--- config.mk ---
export PLATFORM = sky130hd
export DESIGN_NAME = timer_unit_top
export DESIGN_NICKNAME = d
export VERILOG_FILES = /design/src/hdl/timer_pkg.sv /design/src/hdl/timer_chan_if.sv /design/src/hdl/event_timer.sv /design/src/hdl/apb_timer_regs.sv /design/src/hdl/timer_unit_top.sv
export SDC_FILE = /design/constraint.sdc
export NUM_CORES = 1
export LEC_CHECK = 0
export BUFFER_PORTS_ARGS = -buffer_cell sky130_fd_sc_hd__buf_2
export CORE_MARGIN = 10
export CORE_UTILIZATION = 35
export CTS_CLUSTER_DIAMETER = 50
export DETAILED_ROUTE_END_ITERATION = 8
export PLACE_DENSITY = 0.61
export SYNTH_ARGS = -nofsm -noshare
export SYNTH_HDL_FRONTEND = slang
export SYNTH_SLANG_ARGS = --single-unit
--- constraint.sdc ---
create_clock -name clk_i -period 1.9 [get_ports clk_i]
set_input_delay 0 -clock clk_i [delete_from_list [all_inputs] [get_ports clk_i]]
set_output_delay 0 -clock clk_i [all_outputs]
set_load 0.02 [all_outputs]
--- src/hdl/timer_pkg.sv ---
/*
 * Shared widths, register map and types for the APB event timer unit.
 * Compile first; every other design file refers here by scoped names.
 */

package timer_pkg;

    // ****************************************
    // Sizes
    // ****************************************
    localparam int TIMER_NUM_CHANNELS = 4;
    localparam int TIMER_CNT_WIDTH    = 32;
    localparam int CHAN_IDX_WIDTH     = $clog2(TIMER_NUM_CHANNELS);

    localparam int APB_ADDR_WIDTH = 12;
    localparam int APB_DATA_WIDTH = 32;

    // Compare target after reset
    localparam logic [TIMER_CNT_WIDTH-1:0] TIMER_TARGET_RESET = 32'h1000_0000;

    // ****************************************
    // Register map
    // ****************************************
    // Word index is taken from these address bits
    localparam int WORD_IDX_MSB = 9;
    localparam int WORD_IDX_LSB = 2;

    // Low nibble of the word index selects the register
    localparam logic [3:0] REG_START  = 4'h0;
    localparam logic [3:0] REG_STOP   = 4'h1;
    localparam logic [3:0] REG_CLEAR  = 4'h2;
    localparam logic [3:0] REG_TARGET = 4'h3;

    // High nibble is channel number plus this base
    localparam logic [3:0] CHAN_BASE_NIBBLE = 4'h1;

    // ****************************************
    // Types
    // ****************************************
    typedef logic [TIMER_CNT_WIDTH-1:0] timer_cnt_t;
    typedef logic [CHAN_IDX_WIDTH-1:0]  chan_idx_t;

    typedef enum logic [1:0] {
        IDLE,
        RESP_READ,
        RESP_WRITE
    } apb_state_e;

endpackage

--- src/hdl/timer_chan_if.sv ---
/*
 * Link between the APB register block and one timer channel.
 * One instance per channel; the register block uses the regs side.
 */

`timescale 1ns/1ps

interface timer_chan_if;

    // Single-cycle command pulses from the decoder
    logic start;
    logic stop;
    logic clear;

    // Registered compare value
    timer_pkg::timer_cnt_t target;

    // Current counter value, returned on reads
    timer_pkg::timer_cnt_t count;

    // Decoder side
    modport regs (
        output start,
        output stop,
        output clear,
        output target,
        input  count
    );

    // Channel side
    modport chan (
        input  start,
        input  stop,
        input  clear,
        input  target,
        output count
    );

endinterface

--- src/hdl/event_timer.sv ---
/*
 * One event timer channel: run flag, 32-bit counter and compare.
 * The event is high while the count equals the target.
 */

`timescale 1ns/1ps

module event_timer (
    input  logic       clk_i,
    input  logic       rst_ni,

    // Commands and target in, count out
    timer_chan_if.chan chan,

    output logic       event_o
);

    logic                  run_q;
    logic                  match;
    timer_pkg::timer_cnt_t count_q;

    assign match = (count_q == chan.target);

    // ****************************************
    // Run flag
    // ****************************************
    always_ff @(posedge clk_i or negedge rst_ni)
    begin
        if (!rst_ni)
        begin
            run_q <= 1'b0;
        end
        else if (chan.start)
        begin
            // Start wins over a simultaneous stop
            run_q <= 1'b1;
        end
        else if (chan.stop)
        begin
            run_q <= 1'b0;
        end
    end

    // ****************************************
    // Counter with wrap on match
    // ****************************************
    always_ff @(posedge clk_i or negedge rst_ni)
    begin
        if (!rst_ni)
        begin
            count_q <= '0;
        end
        else if (chan.clear || match)
        begin
            count_q <= '0;
        end
        else if (run_q)
        begin
            count_q <= count_q + 1'b1;
        end
    end

    assign chan.count = count_q;
    assign event_o    = match;

endmodule

--- src/hdl/apb_timer_regs.sv ---
/*
 * APB slave front end of the timer unit with one fixed wait state.
 * Decodes the word index into channel and register, holds the compare
 * targets and pulses start, stop and clear toward the channels.
 */

`timescale 1ns/1ps

module apb_timer_regs (
    input  logic                                clk_i,
    input  logic                                rst_ni,

    // APB slave
    input  logic                                psel_i,
    input  logic                                penable_i,
    input  logic                                pwrite_i,
    input  logic [timer_pkg::APB_ADDR_WIDTH-1:0] paddr_i,
    input  logic [timer_pkg::APB_DATA_WIDTH-1:0] pwdata_i,
    output logic [timer_pkg::APB_DATA_WIDTH-1:0] prdata_o,
    output logic                                pready_o,

    // Per-channel links
    timer_chan_if.regs                          chan [timer_pkg::TIMER_NUM_CHANNELS-1:0]
);

    localparam int NCH = timer_pkg::TIMER_NUM_CHANNELS;

    timer_pkg::apb_state_e state_q;
    timer_pkg::apb_state_e state_d;

    // Channel whose count is returned in RESP_READ
    timer_pkg::chan_idx_t rd_sel_q;
    timer_pkg::chan_idx_t rd_sel_d;

    logic [7:0]           word_idx;
    logic [3:0]           chan_num;
    logic [3:0]           addr_reg;
    logic                 chan_ok;
    timer_pkg::chan_idx_t addr_chan;

    logic [NCH-1:0]       start_pulse;
    logic [NCH-1:0]       stop_pulse;
    logic [NCH-1:0]       clear_pulse;
    logic [NCH-1:0]       target_we;

    timer_pkg::timer_cnt_t target_q  [NCH];
    timer_pkg::timer_cnt_t count_vec [NCH];

    // ****************************************
    // Address decode
    // ****************************************
    assign word_idx  = paddr_i[timer_pkg::WORD_IDX_MSB:timer_pkg::WORD_IDX_LSB];
    assign chan_num  = word_idx[7:4] - timer_pkg::CHAN_BASE_NIBBLE;
    assign addr_reg  = word_idx[3:0];
    assign addr_chan = chan_num[timer_pkg::CHAN_IDX_WIDTH-1:0];

    // High nibble must land inside the channel window
    assign chan_ok = (word_idx[7:4] >= timer_pkg::CHAN_BASE_NIBBLE) &&
                     (chan_num < 4'(NCH));

    // ****************************************
    // Access FSM
    // ****************************************
    always_ff @(posedge clk_i or negedge rst_ni)
    begin
        if (!rst_ni)
        begin
            state_q  <= timer_pkg::IDLE;
            rd_sel_q <= '0;
        end
        else
        begin
            state_q  <= state_d;
            rd_sel_q <= rd_sel_d;
        end
    end

    always_comb
    begin
        state_d     = timer_pkg::IDLE;
        rd_sel_d    = rd_sel_q;
        start_pulse = '0;
        stop_pulse  = '0;
        clear_pulse = '0;
        target_we   = '0;
        prdata_o    = '0;
        pready_o    = 1'b0;

        case (state_q)
            timer_pkg::IDLE:
            begin
                if (psel_i && penable_i)
                begin
                    if (!chan_ok)
                    begin
                        // Unmapped address answers at once with no side effect
                        pready_o = 1'b1;
                    end
                    else
                    begin
                        case (addr_reg)
                            timer_pkg::REG_START:
                            begin
                                start_pulse[addr_chan] = 1'b1;
                                state_d = timer_pkg::RESP_WRITE;
                            end
                            timer_pkg::REG_STOP:
                            begin
                                stop_pulse[addr_chan] = 1'b1;
                                state_d = timer_pkg::RESP_WRITE;
                            end
                            timer_pkg::REG_CLEAR:
                            begin
                                clear_pulse[addr_chan] = 1'b1;
                                state_d = timer_pkg::RESP_WRITE;
                            end
                            timer_pkg::REG_TARGET:
                            begin
                                // Writes load the target, reads see the count
                                target_we[addr_chan] = pwrite_i;
                                rd_sel_d = addr_chan;
                                state_d = timer_pkg::RESP_READ;
                            end
                            default:
                            begin
                                pready_o = 1'b1;
                            end
                        endcase
                    end
                end
            end

            timer_pkg::RESP_READ:
            begin
                prdata_o = count_vec[rd_sel_q];
                pready_o = 1'b1;
            end

            timer_pkg::RESP_WRITE:
            begin
                pready_o = 1'b1;
            end

            default:
            begin
                state_d = timer_pkg::IDLE;
            end
        endcase
    end

    // ****************************************
    // Targets and channel wiring
    // ****************************************
    for (genvar g = 0; g < NCH; g++)
    begin : g_chan
        always_ff @(posedge clk_i or negedge rst_ni)
        begin
            if (!rst_ni)
            begin
                target_q[g] <= timer_pkg::TIMER_TARGET_RESET;
            end
            else if (target_we[g])
            begin
                target_q[g] <= pwdata_i;
            end
        end

        assign chan[g].start  = start_pulse[g];
        assign chan[g].stop   = stop_pulse[g];
        assign chan[g].clear  = clear_pulse[g];
        assign chan[g].target = target_q[g];
        assign count_vec[g]   = chan[g].count;
    end

endmodule

--- src/hdl/timer_unit_top.sv ---
/*
 * Top level of the APB event timer unit.
 * Plain APB slave and event ports; connect the APB master and route
 * event_o to the event sinks.
 */

`timescale 1ns/1ps

module timer_unit_top (
    input  logic                                    clk_i,
    input  logic                                    rst_ni,

    // ****************************************
    // APB slave
    // ****************************************
    input  logic                                    psel_i,
    input  logic                                    penable_i,
    input  logic                                    pwrite_i,
    input  logic [timer_pkg::APB_ADDR_WIDTH-1:0]     paddr_i,
    input  logic [timer_pkg::APB_DATA_WIDTH-1:0]     pwdata_i,
    output logic [timer_pkg::APB_DATA_WIDTH-1:0]     prdata_o,
    output logic                                    pready_o,

    // ****************************************
    // Events, one bit per channel
    // ****************************************
    output logic [timer_pkg::TIMER_NUM_CHANNELS-1:0] event_o
);

    // One link per channel
    timer_chan_if chan_if [timer_pkg::TIMER_NUM_CHANNELS-1:0] ();

    // Bus decode, targets and command pulses
    apb_timer_regs apb_timer_regs_inst (
        .clk_i     (clk_i),
        .rst_ni    (rst_ni),
        .psel_i    (psel_i),
        .penable_i (penable_i),
        .pwrite_i  (pwrite_i),
        .paddr_i   (paddr_i),
        .pwdata_i  (pwdata_i),
        .prdata_o  (prdata_o),
        .pready_o  (pready_o),
        .chan      (chan_if)
    );

    // Identical counter channels
    for (genvar g = 0; g < timer_pkg::TIMER_NUM_CHANNELS; g++)
    begin : g_timer
        event_timer event_timer_inst (
            .clk_i   (clk_i),
            .rst_ni  (rst_ni),
            .chan    (chan_if[g]),
            .event_o (event_o[g])
        );
    end

endmodule

==> results of run 1 <==
area by class of cell:
class                      count  area (µm²)
fill                        3400       19300
multi-input combinational    879        8290
sequential                   264        6620
timing repair buffer         393        3720
clock buffer                  47        1010
tap                          525         657
clock inverter                15         156
inverter                      31         116
antenna                        1        2.50
layer usage:
metal	vias to the layer above	track usage, %	part of all wire (%)
li1	5008	-	-
met1	5679	23.3	41
met2	421	30.2	49
met3	101	3.20	5.8
met4	0	8.87	4.4
met5	-	0	0
cells in the mapped netlist, drive strengths merged, types with 31 or more instances:
library cell and count:
nand3 32, dfrtp 260, nand2 49, inv 31
nor3 35, mux2 128, xor2 179, buf 40
nor4 43, nor2 153, mux4 32, and2 33
nand4 43, xnor2 70
worst max-delay path by stage:
stage / startpoint / to / slack, ps
after detailed placement: g_timer[3].event_timer_inst.chan.count[8] / g_timer[3].event_timer_inst.chan.count[27] / -200
after global placement: g_timer[3].event_timer_inst.chan.count[8] / g_timer[3].event_timer_inst.chan.count[31] / -130
after global routing: g_timer[0].event_timer_inst.chan.count[1] / g_timer[0].event_timer_inst.chan.count[18] / -360
final: g_timer[0].event_timer_inst.chan.count[1] / g_timer[0].event_timer_inst.chan.count[16] / -300
after floorplan: g_timer[2].event_timer_inst.chan.count[0] / g_timer[2].event_timer_inst.chan.count[22] / 2
after CTS: apb_timer_regs_inst.chan[1].target[3] / event_o[1] / -270
kinds of logic after synthesis:
kind of cell               share of synthesized area [%]
and+or+nand+nor                                     16.3
DFF                                                 46.8
xor gates and xnor gates                            15.4
muxes                                               15.9
buffers and inverters                               3.57
AOI/OAI and AO/OA                                  0.975
adders and majority gates                          0.975
cells in the final DEF (no fill, tap or decap), types with 9 or more instances in the layout:
cell / n
dfrtp_1: 255
buf_4: 207
xor2_1: 168
mux2_1: 70
xnor2_1: 64
buf_6: 64
nor2_4: 58
nor2_1: 55
mux2_4: 50
nand2_1: 46
buf_2: 45
clkbuf_16: 44
nor2_2: 40
nand4_1: 39
dlygate4sd3_1: 37
mux4_2: 32
and2_4: 32
nand3_1: 31
inv_1: 29
nor4_1: 27
nor3_1: 21
buf_12: 17
and4_1: 13
and3_1: 12
nor4_2: 11
xor2_2: 10
nor3_2: 9
clkbuf_8: 9
critical path, stage by stage (launching register included):
cell and delay [ps]:
dfrtp_1 380, buf_4 130, buf_4 120, ha_4 130, nand3_2 80, or4_4 640, buf_2 230, nor2_1 150
xnor2_1 170, nor2_2 60
registers in the layout (all words and copies together), names as in the netlist:
register,flops
g_timer.event_timer_inst.chan.count,128
apb_timer_regs_inst.rd_sel_q,2
g_timer.event_timer_inst.run_q,4
apb_timer_regs_inst.state_q,2
apb_timer_regs_inst.chan.target,128
where the power goes:
group	total [W]	switching [W]	internal, W	leakage (nW)
clock network	0.00663	0.00260	0.00404	0.573
registers	0.00614	0.000258	0.00589	3.62
logic	0.00601	0.00312	0.00289	5.98
per-stage QoR:
| step | cells | worst slack, ps | utilization (%) |
|---|---|---|---|
| floorplan | 1241 | 2.06 | - |
| global placement | 1991 | -133 | 41.7 |
| detailed placement | 1991 | -195 | 41.7 |
| CTS | 2125 | -267 | 48.0 |
| global route | 2154 | -359 | 51.6 |
| finish | 2155 | -302 | 51.6 |
repair_timing:
item / in CTS / in global routing
buffers inserted: 30 / 21
resized for setup: 151 / 295
cloned: 11 / 13
setup endpoints to repair: 146 / 298
hold endpoints to repair: 396 / 1
pin swaps: 77 / 93
hold buffers: 37 / 1
==> run metrics, run 1 <==
Root Buffer=clkbuf_16; Layout area overhead=45.7%; synthesized area=roughly 14000 µm²; synthesized area per cell=approximately 11 µm²; fin. max-slew vios=0; flops & latches, synth=264; PortBufs=81; Die Footprint=48800 µm²; worst setup margin=-302 ps; final setup violation count=259; first drt pass iteration count=7; RSZ-0062 raised after global routing=true; clock sinks=264; area of the core=39800 µm²; GRT Overall Usage=18.5%; vias=~11000; NumNets Final=1664; crit path DAT=2590 ps; Clock Path Buffers=3; final hold slack=11.0 ps; P_leak=10.2 nW; Final TNS setup=-35090 ps; R2R Path Start=g_timer[0].event_timer_inst.chan.count[1]; initial antenna violation count=5; reg2reg path depth=9; ys flop type=dfrtp_1; routability cong.=between 0.9 and 1; crit path time final=2200 ps; startpoint types=flip-flop; first-pass GRT wire length=roughly 70 mm; CP endpoint kind=flip-flop; initial core utilization=~35%; EDFF count, synth=0; area share of the largest cell type after synthesis=46.1%; R2R Path End=g_timer[0].event_timer_inst.chan.count[16]; Tot Pwr=0.0188 W; fmax=approximately 0.45 GHz; Async SR Flop Fraction=100%; Rel. slew slack=between 50 and 60%; YS warnings=0; synthesized net count=1301; final instance area=20600 µm²; WL per Instance=23.0 µm; register area share after synthesis=between 40% and 50%; Netlist cell types=47; GRT overflow=0; DRC Markers=0; CP Class=reg2reg; Die H=221 µm; vias per std cell=approximately 5.2; Max VDD drop=878 µV; failing checks=negative setup slack; HPWL after DPL=34.4 mm; leading area contributor after synthesis=dfrtp_1; FF-to-FF setup slack=-300 ps; skew final=approximately 14 ps; I/O pins=86; H-tree Lvls=2; floorplan row count=73; max_cap viols=0; share of layout cells above drive strength 1=approximately 44%; placed inst area=about 17000 µm²; DRT iter0 DRCs=between 700 and 800; Worst Path Max Fanout=6; die width=221 µm; Final Cycle Share=116%; pwr dens=913 nW/µm²; final hold vios=0; Least-Margin Pin Slew=approximately 650 ps; outcome=finished with violations; total CTS buffers=35; antenna-violating nets left=0; Mapped Cells=1241; Worst Hold Class=in2async; vias in the first global route=11400; synth top area cells=dfrtp_1 (46%), xor2_1 (11%), mux2_1 (9.6%); Clock Pin Slew Worst Setup and Hold Paths=60 ps; Worst-Skew Late Latency=510 ps; largest net degree at the start of global routing=61; CTS tree=yes; Post-Route WL=~49 mm; CP required=around 2300 ps
Note: power is estimated with default switching activity, not from simulation.
==> inputs of run 2 (changes only) <==
RECOVER_POWER = 25   (was default)
==> run metrics, run 2 (same netlist as run 1, synthesis figures left out) <==
Final Cycle Share=116% (about the same); CP Class=reg2reg; Worst-Skew Late Latency=510 ps (about the same); Least-Margin Pin Slew=1710 ps (+1060 ps); largest net degree at the start of global routing=61 (unchanged); initial core utilization=35.5% (unchanged); HPWL after DPL=34.4 mm (unchanged); Rel. slew slack=-14.2% (-71 points); first drt pass iteration count=7 (unchanged); pwr dens=914 nW/µm² (about the same); GRT Overall Usage=18.5% (unchanged); Clock Pin Slew Worst Setup and Hold Paths=60 ps (about the same); final instance area=20500 µm² (about the same); CP max stage cell=or4_4; DRC Markers=0 (unchanged); startpoint types=flip-flop; Internal Power=0.0128 W (about the same); Layout area overhead=45.5% (about the same); share of total power in the clock network=35.3% (about the same); crit-path max cell delay=640 ps (about the same); Post-Layout Cell Count=2155 (unchanged); final hold slack=16.8 ps (+5.75 ps); Clock Path Buffers=3 (unchanged); crit path time final=2200 ps (+0.0240 ps); combinational share of power=32.0% (about the same); H-tree Lvls=2 (unchanged); most common cell after layout, fill and taps aside=dfrtp_1; Final Core Density=51.6% (about the same); Switching Fraction=31.8% (about the same); DRT iter0 DRCs=766 (-0.13%); CP required=2290 ps (about the same); worst setup margin=-302 ps (-0.0240 ps); antenna-violating nets left=0 (unchanged); Tot Pwr=0.0188 W (about the same); Worst Hold Class=in2reg; crit path DAT=2590 ps (about the same); CP Cell Sequence=buf_4 > buf_4 > ha_4 > nand3_2 > or4_4 > buf_2 > nor2_1 > xnor2_1 > nor2_2; RSZ-0062 raised after global routing=true; fmax=0.454 GHz (about the same); NetSw=0.00598 W (about the same); Root Buffer=clkbuf_16; Die H=221 µm (unchanged); placed inst area=16600 µm² (unchanged); routability cong.=0.975 (unchanged); floorplan row count=73 (unchanged); P_leak=10.2 nW (about the same); first-pass GRT wire length=70.1 mm (unchanged); die width=221 µm (unchanged); Flop pwr share=32.7% (about the same); skew final=14.1 ps (-0.0442 ps); Die Footprint=48800 µm² (unchanged); PortBufs=81 (unchanged); GRT overflow=0 (unchanged); initial antenna violation count=5 (unchanged); I/O pins=86 (unchanged); dpl cells=1991 (unchanged); Max VDD drop=878 µV (about the same); commonest cells after routing, fill and taps aside=dfrtp_1 (255), buf_4 (207), xor2_1 (168), mux2_1 (70), buf_6 (65); fin. max-slew vios=60 (+60); failing checks=max-capacitance violations, max-slew violations, negative setup slack; max_cap viols=1 (+1); share of layout cells above drive strength 1=44.2% (unchanged); CP endpoint kind=flip-flop; Post-Route WL=49.5 mm (about the same); NumNets Final=1664 (unchanged); total CTS buffers=35 (unchanged); final hold vios=0 (unchanged); clock sinks=264 (unchanged); WL per Instance=23.0 µm (about the same); vias per std cell=5.20 (about the same); Worst Path Max Fanout=6 (unchanged); vias=11200 (-0.045%); CTS tree=yes; vias in the first global route=11400 (unchanged); area of the core=39800 µm² (unchanged); outcome=finished with violations; most frequent cell on the critical path=buf_4; final setup violation count=259 (unchanged)
==> run 2: power by group through the flow <==
stage | Combinational, W | Clock (W) | Sequential, W
floorplan | 0.00165 | 0 | 0.00621
global placement | 0.00339 | 0 | 0.00620
detailed placement | 0.00344 | 0 | 0.00622
CTS | 0.00479 | 0.00668 | 0.00612
global route | 0.00627 | 0.00698 | 0.00617
finish | 0.00601 | 0.00664 | 0.00614
==> run 2: cell type report <==
type                       instances  area [µm²]
clock inverter                    15         156
antenna                            1        2.50
timing repair buffer             393        3700
sequential                       264        6620
multi-input combinational        879        8290
tap                              525         657
fill                            3404       19300
clock buffer                      47        1010
inverter                          31         116
==> run 2: worst max-delay path, delay by kind of cell (launching register included) <==
family	cells	cell delay, ps
and+or+nand+nor	4	930
buffers and inverters	3	480
DFF	1	380
xor gates and xnor gates	1	170
adders and majority gates	1	130
==> run 2: worst paths after layout <==
| kind | cells after the start | end | slack [ps] | startpoint |
|---|---|---|---|---|
| max | 9 | g_timer[0].event_timer_inst.chan.count[16] | -300 | g_timer[0].event_timer_inst.chan.count[1] |
| min | 4 | apb_timer_regs_inst.state_q[1] | 20 | paddr_i[4] |
| max in group asynchronous | 3 | apb_timer_regs_inst.rd_sel_q[0] | 210 | rst_ni |
| min in group asynchronous | 2 | g_timer[2].event_timer_inst.chan.count[25] | 450 | rst_ni |
| min reg2reg | 1 | apb_timer_regs_inst.chan[3].target[17] | 510 | apb_timer_regs_inst.chan[3].target[17] |
| max reg2reg | 9 | g_timer[0].event_timer_inst.chan.count[16] | -300 | g_timer[0].event_timer_inst.chan.count[1] |
==> run 2: repair_timing <==
action / CTS / global route
pin swaps: 77 / 93
gates resized for setup: 151 / 295
setup buffers: 30 / 21
setup endpoints to repair: 146 / 298
endpoints found under the hold margin: 396 / 1
gates cloned: 11 / 13
hold buffers: 37 / 1
==> run 2: routing by layer <==
| metal | GRT usage [%] | up-vias | routed length [µm] |
|---|---|---|---|
| met5 | 0 | - | 0 |
| met4 | 8.87 | 0 | 2190 |
| met3 | 3.20 | 101 | 2850 |
| met2 | 30.2 | 417 | 24300 |
| met1 | 23.3 | 5679 | 20100 |
| li1 | - | 5007 | - |
==> run 2: per-stage QoR <==
stage / setup TNS, ps / worst slack, ps
6_report: -35150 / -302
5_1_grt: -51980 / -359
4_1_cts: -29910 / -267
3_5_place_dp: -17030 / -195
3_3_place_gp: -8350 / -133
2_1_floorplan: 0 / 2.06
==> inputs of run 3 (changes only) <==
==> constraint.sdc (replaced) <==
create_clock -name clk_i -period 1.9 [get_ports clk_i]
set_input_delay 0.285 -clock clk_i [delete_from_list [all_inputs] [get_ports clk_i]]
set_output_delay 0.285 -clock clk_i [all_outputs]
set_load 0.02 [all_outputs]
==> run metrics, run 3 (same netlist as run 1, synthesis figures left out) <==
RSZ-0062 raised after global routing=true; share of layout cells above drive strength 1=47.7% (+3.5 points); total CTS buffers=31 (-11%); Clock Pin Slew Worst Setup and Hold Paths=60 ps (about the same); crit path DAT=2230 ps (-360 ps); Worst Path Buf+Inv=3 (unchanged); CP Cell Sequence=buf_6 > xor2_2 > nor4_2 > nand4_1 > nor3_4 > buf_4 > buf_6; Post-Layout Cell Count=2134 (-0.97%); Post-Route WL=48.1 mm (-2.8%); final setup violation count=290 (+12%); Clock Path Buffers=3 (unchanged); DRT iter0 DRCs=585 (-24%); CP required=1620 ps (-670 ps); crit path time final=2510 ps (+309 ps); CP Class=reg2out; Flop pwr share=33.8% (+1.1 points); pwr dens=895 nW/µm² (-2.1%); DRC Markers=0 (unchanged); crit-path max cell delay=400 ps (-240 ps); share of total power in the clock network=32.5% (-2.8 points); PortBufs=81 (unchanged); first drt pass iteration count=5 (-2); Worst Path Max Fanout=2 (-4); commonest cells after routing, fill and taps aside=dfrtp_1 (250), buf_4 (219), xor2_1 (167), mux2_4 (70), xnor2_1 (67); P_leak=10.1 nW (-0.67%); Root Buffer=clkbuf_16; outcome=finished with violations; Internal Power=0.0125 W (-2.8%); Worst-Skew Late Latency=570 ps (+60 ps); Die Footprint=48800 µm² (unchanged); GRT overflow=0 (unchanged); die width=221 µm (unchanged); Worst Hold Class=in2reg; Layout area overhead=44.9%; fill cell count=3424 (+0.59%); final hold slack=35.1 ps (+18.3 ps); max_cap viols=0 (-1); Final Cycle Share=132% (+16 points); largest net degree at the start of global routing=51 (-16%); CTS tree=yes; H-tree Lvls=1 (-1); HPWL after DPL=34.0 mm (-1.3%); Rel. slew slack=0.364% (+15 points); NetSw=0.00586 W (-2.0%); final hold vios=0 (unchanged); pre-CTS WS=-320 ps (-125 ps); CP max stage cell=dfrtp_1; Die H=221 µm (unchanged); skew final=20.0 ps (+5.88 ps); vias=11000 (-1.7%); I/O pins=86 (unchanged); antenna-violating nets left=0 (unchanged); most frequent cell on the critical path=buf_6; Final Core Density=51.4% (-0.21 points); fmax=0.398 GHz (-12%); vias per std cell=5.16 (-0.69%); worst setup margin=-611 ps (-309 ps); Least-Margin Pin Slew=1490 ps (-219 ps); Max VDD drop=667 µV (-24%); area of the core=39800 µm² (unchanged); Switching Fraction=32.0% (+0.17 points); startpoint types=flip-flop; Worst path top cell family by delay=simple AND/OR/NAND/NOR gates; clock sinks=264 (unchanged); initial core utilization=35.5% (unchanged); WL per Instance=22.5 µm (-1.9%); fin. max-slew vios=0 (-100%); dpl cells=2003 (+0.60%); CP endpoint kind=output pin; GRT Overall Usage=18.2% (-0.26 points); Final TNS setup=-51760 ps (-16610 ps); NumNets Final=1644 (-1.2%); first-pass GRT wire length=69.4 mm (-0.99%); combinational share of power=33.7% (+1.7 points); initial antenna violation count=0 (-5); routability cong.=0.952 (-2.3%); floorplan row count=73 (unchanged); vias in the first global route=11500 (+1.4%); failing checks=negative setup slack; most common cell after layout, fill and taps aside=dfrtp_1
[run 3: cell types whose count changed in the layout (fill, tap and decap cells not counted), sizes merged]
cell,before,now
inv,34,35
clkinvlp,3,1
dlygate4sd3,37,1
buf,346,369
clkbuf,57,50
[run 3: worst paths after layout]
kind / from / end / slack, ps / depth (start not counted)
min in group asynchronous: rst_ni / apb_timer_regs_inst.chan[2].target[25] / 620 / 2
setup / recovery: g_timer[0].event_timer_inst.chan.count[9] / event_o[0] / -610 / 7
setup reg to reg: g_timer[0].event_timer_inst.chan.count[9] / g_timer[0].event_timer_inst.chan.count[24] / -360 / 10
hold reg to reg: apb_timer_regs_inst.chan[2].target[14] / apb_timer_regs_inst.chan[2].target[14] / 510 / 1
hold / removal: pwdata_i[31] / apb_timer_regs_inst.chan[1].target[31] / 40 / 2
max in group asynchronous: rst_ni / apb_timer_regs_inst.chan[0].target[7] / 230 / 3
[run 3: metrics by stage]
stage / instance area, µm² / total power [W]
2_1_floorplan: 14200 / 0.00786
3_3_place_gp: 16800 / 0.00960
3_5_place_dp: 16800 / 0.00968
4_1_cts: 19400 / 0.0177
5_1_grt: 20500 / 0.0189
6_report: 20500 / 0.0183
[run 3: power groups by stage]
stage / Combinational, W / Clock, W / Sequential, W
2_1_floorplan: 0.00165 / 0 / 0.00621
3_3_place_gp: 0.00335 / 0 / 0.00625
3_5_place_dp: 0.00342 / 0 / 0.00626
4_1_cts: 0.00553 / 0.00602 / 0.00618
5_1_grt: 0.00645 / 0.00628 / 0.00621
6_report: 0.00618 / 0.00595 / 0.00618
[run 3: final cells by class]
| class | count | area (µm²) | area share (%) |
|---|---|---|---|
| Sequential cell | 264 | 6620 | 32.4 |
| Clock buffer | 43 | 871 | 4.26 |
| Multi-Input combinational cell | 879 | 8420 | 41.1 |
| Timing Repair Buffer | 377 | 3610 | 17.6 |
| Tap cell | 525 | 657 | 3.21 |
| Inverter | 31 | 136 | 0.666 |
| Clock inverter | 14 | 148 | 0.721 |
| Antenna cell | 1 | 2.50 | 0.0122 |
[run 3: per-layer routing]
layer	global-route usage [%]	vias to the layer above	share of wire (%)
met5	0	-	0
met4	6.25	0	3.2
met3	1.81	74	3.8
met2	32.1	273	51
met1	22.8	5705	42
li1	-	4966	-
[run 3: repair_timing]
| item | in CTS | in global routing |
|---|---|---|
| buffers inserted | 44 | 25 |
| cloned | 18 | 8 |
| hold buffers | 1 | 0 |
| endpoints found under the setup margin | 165 | 292 |
| pin swaps | 94 | 94 |
| hold endpoints to repair | 43 | 0 |
| resized for setup | 233 | 255 |
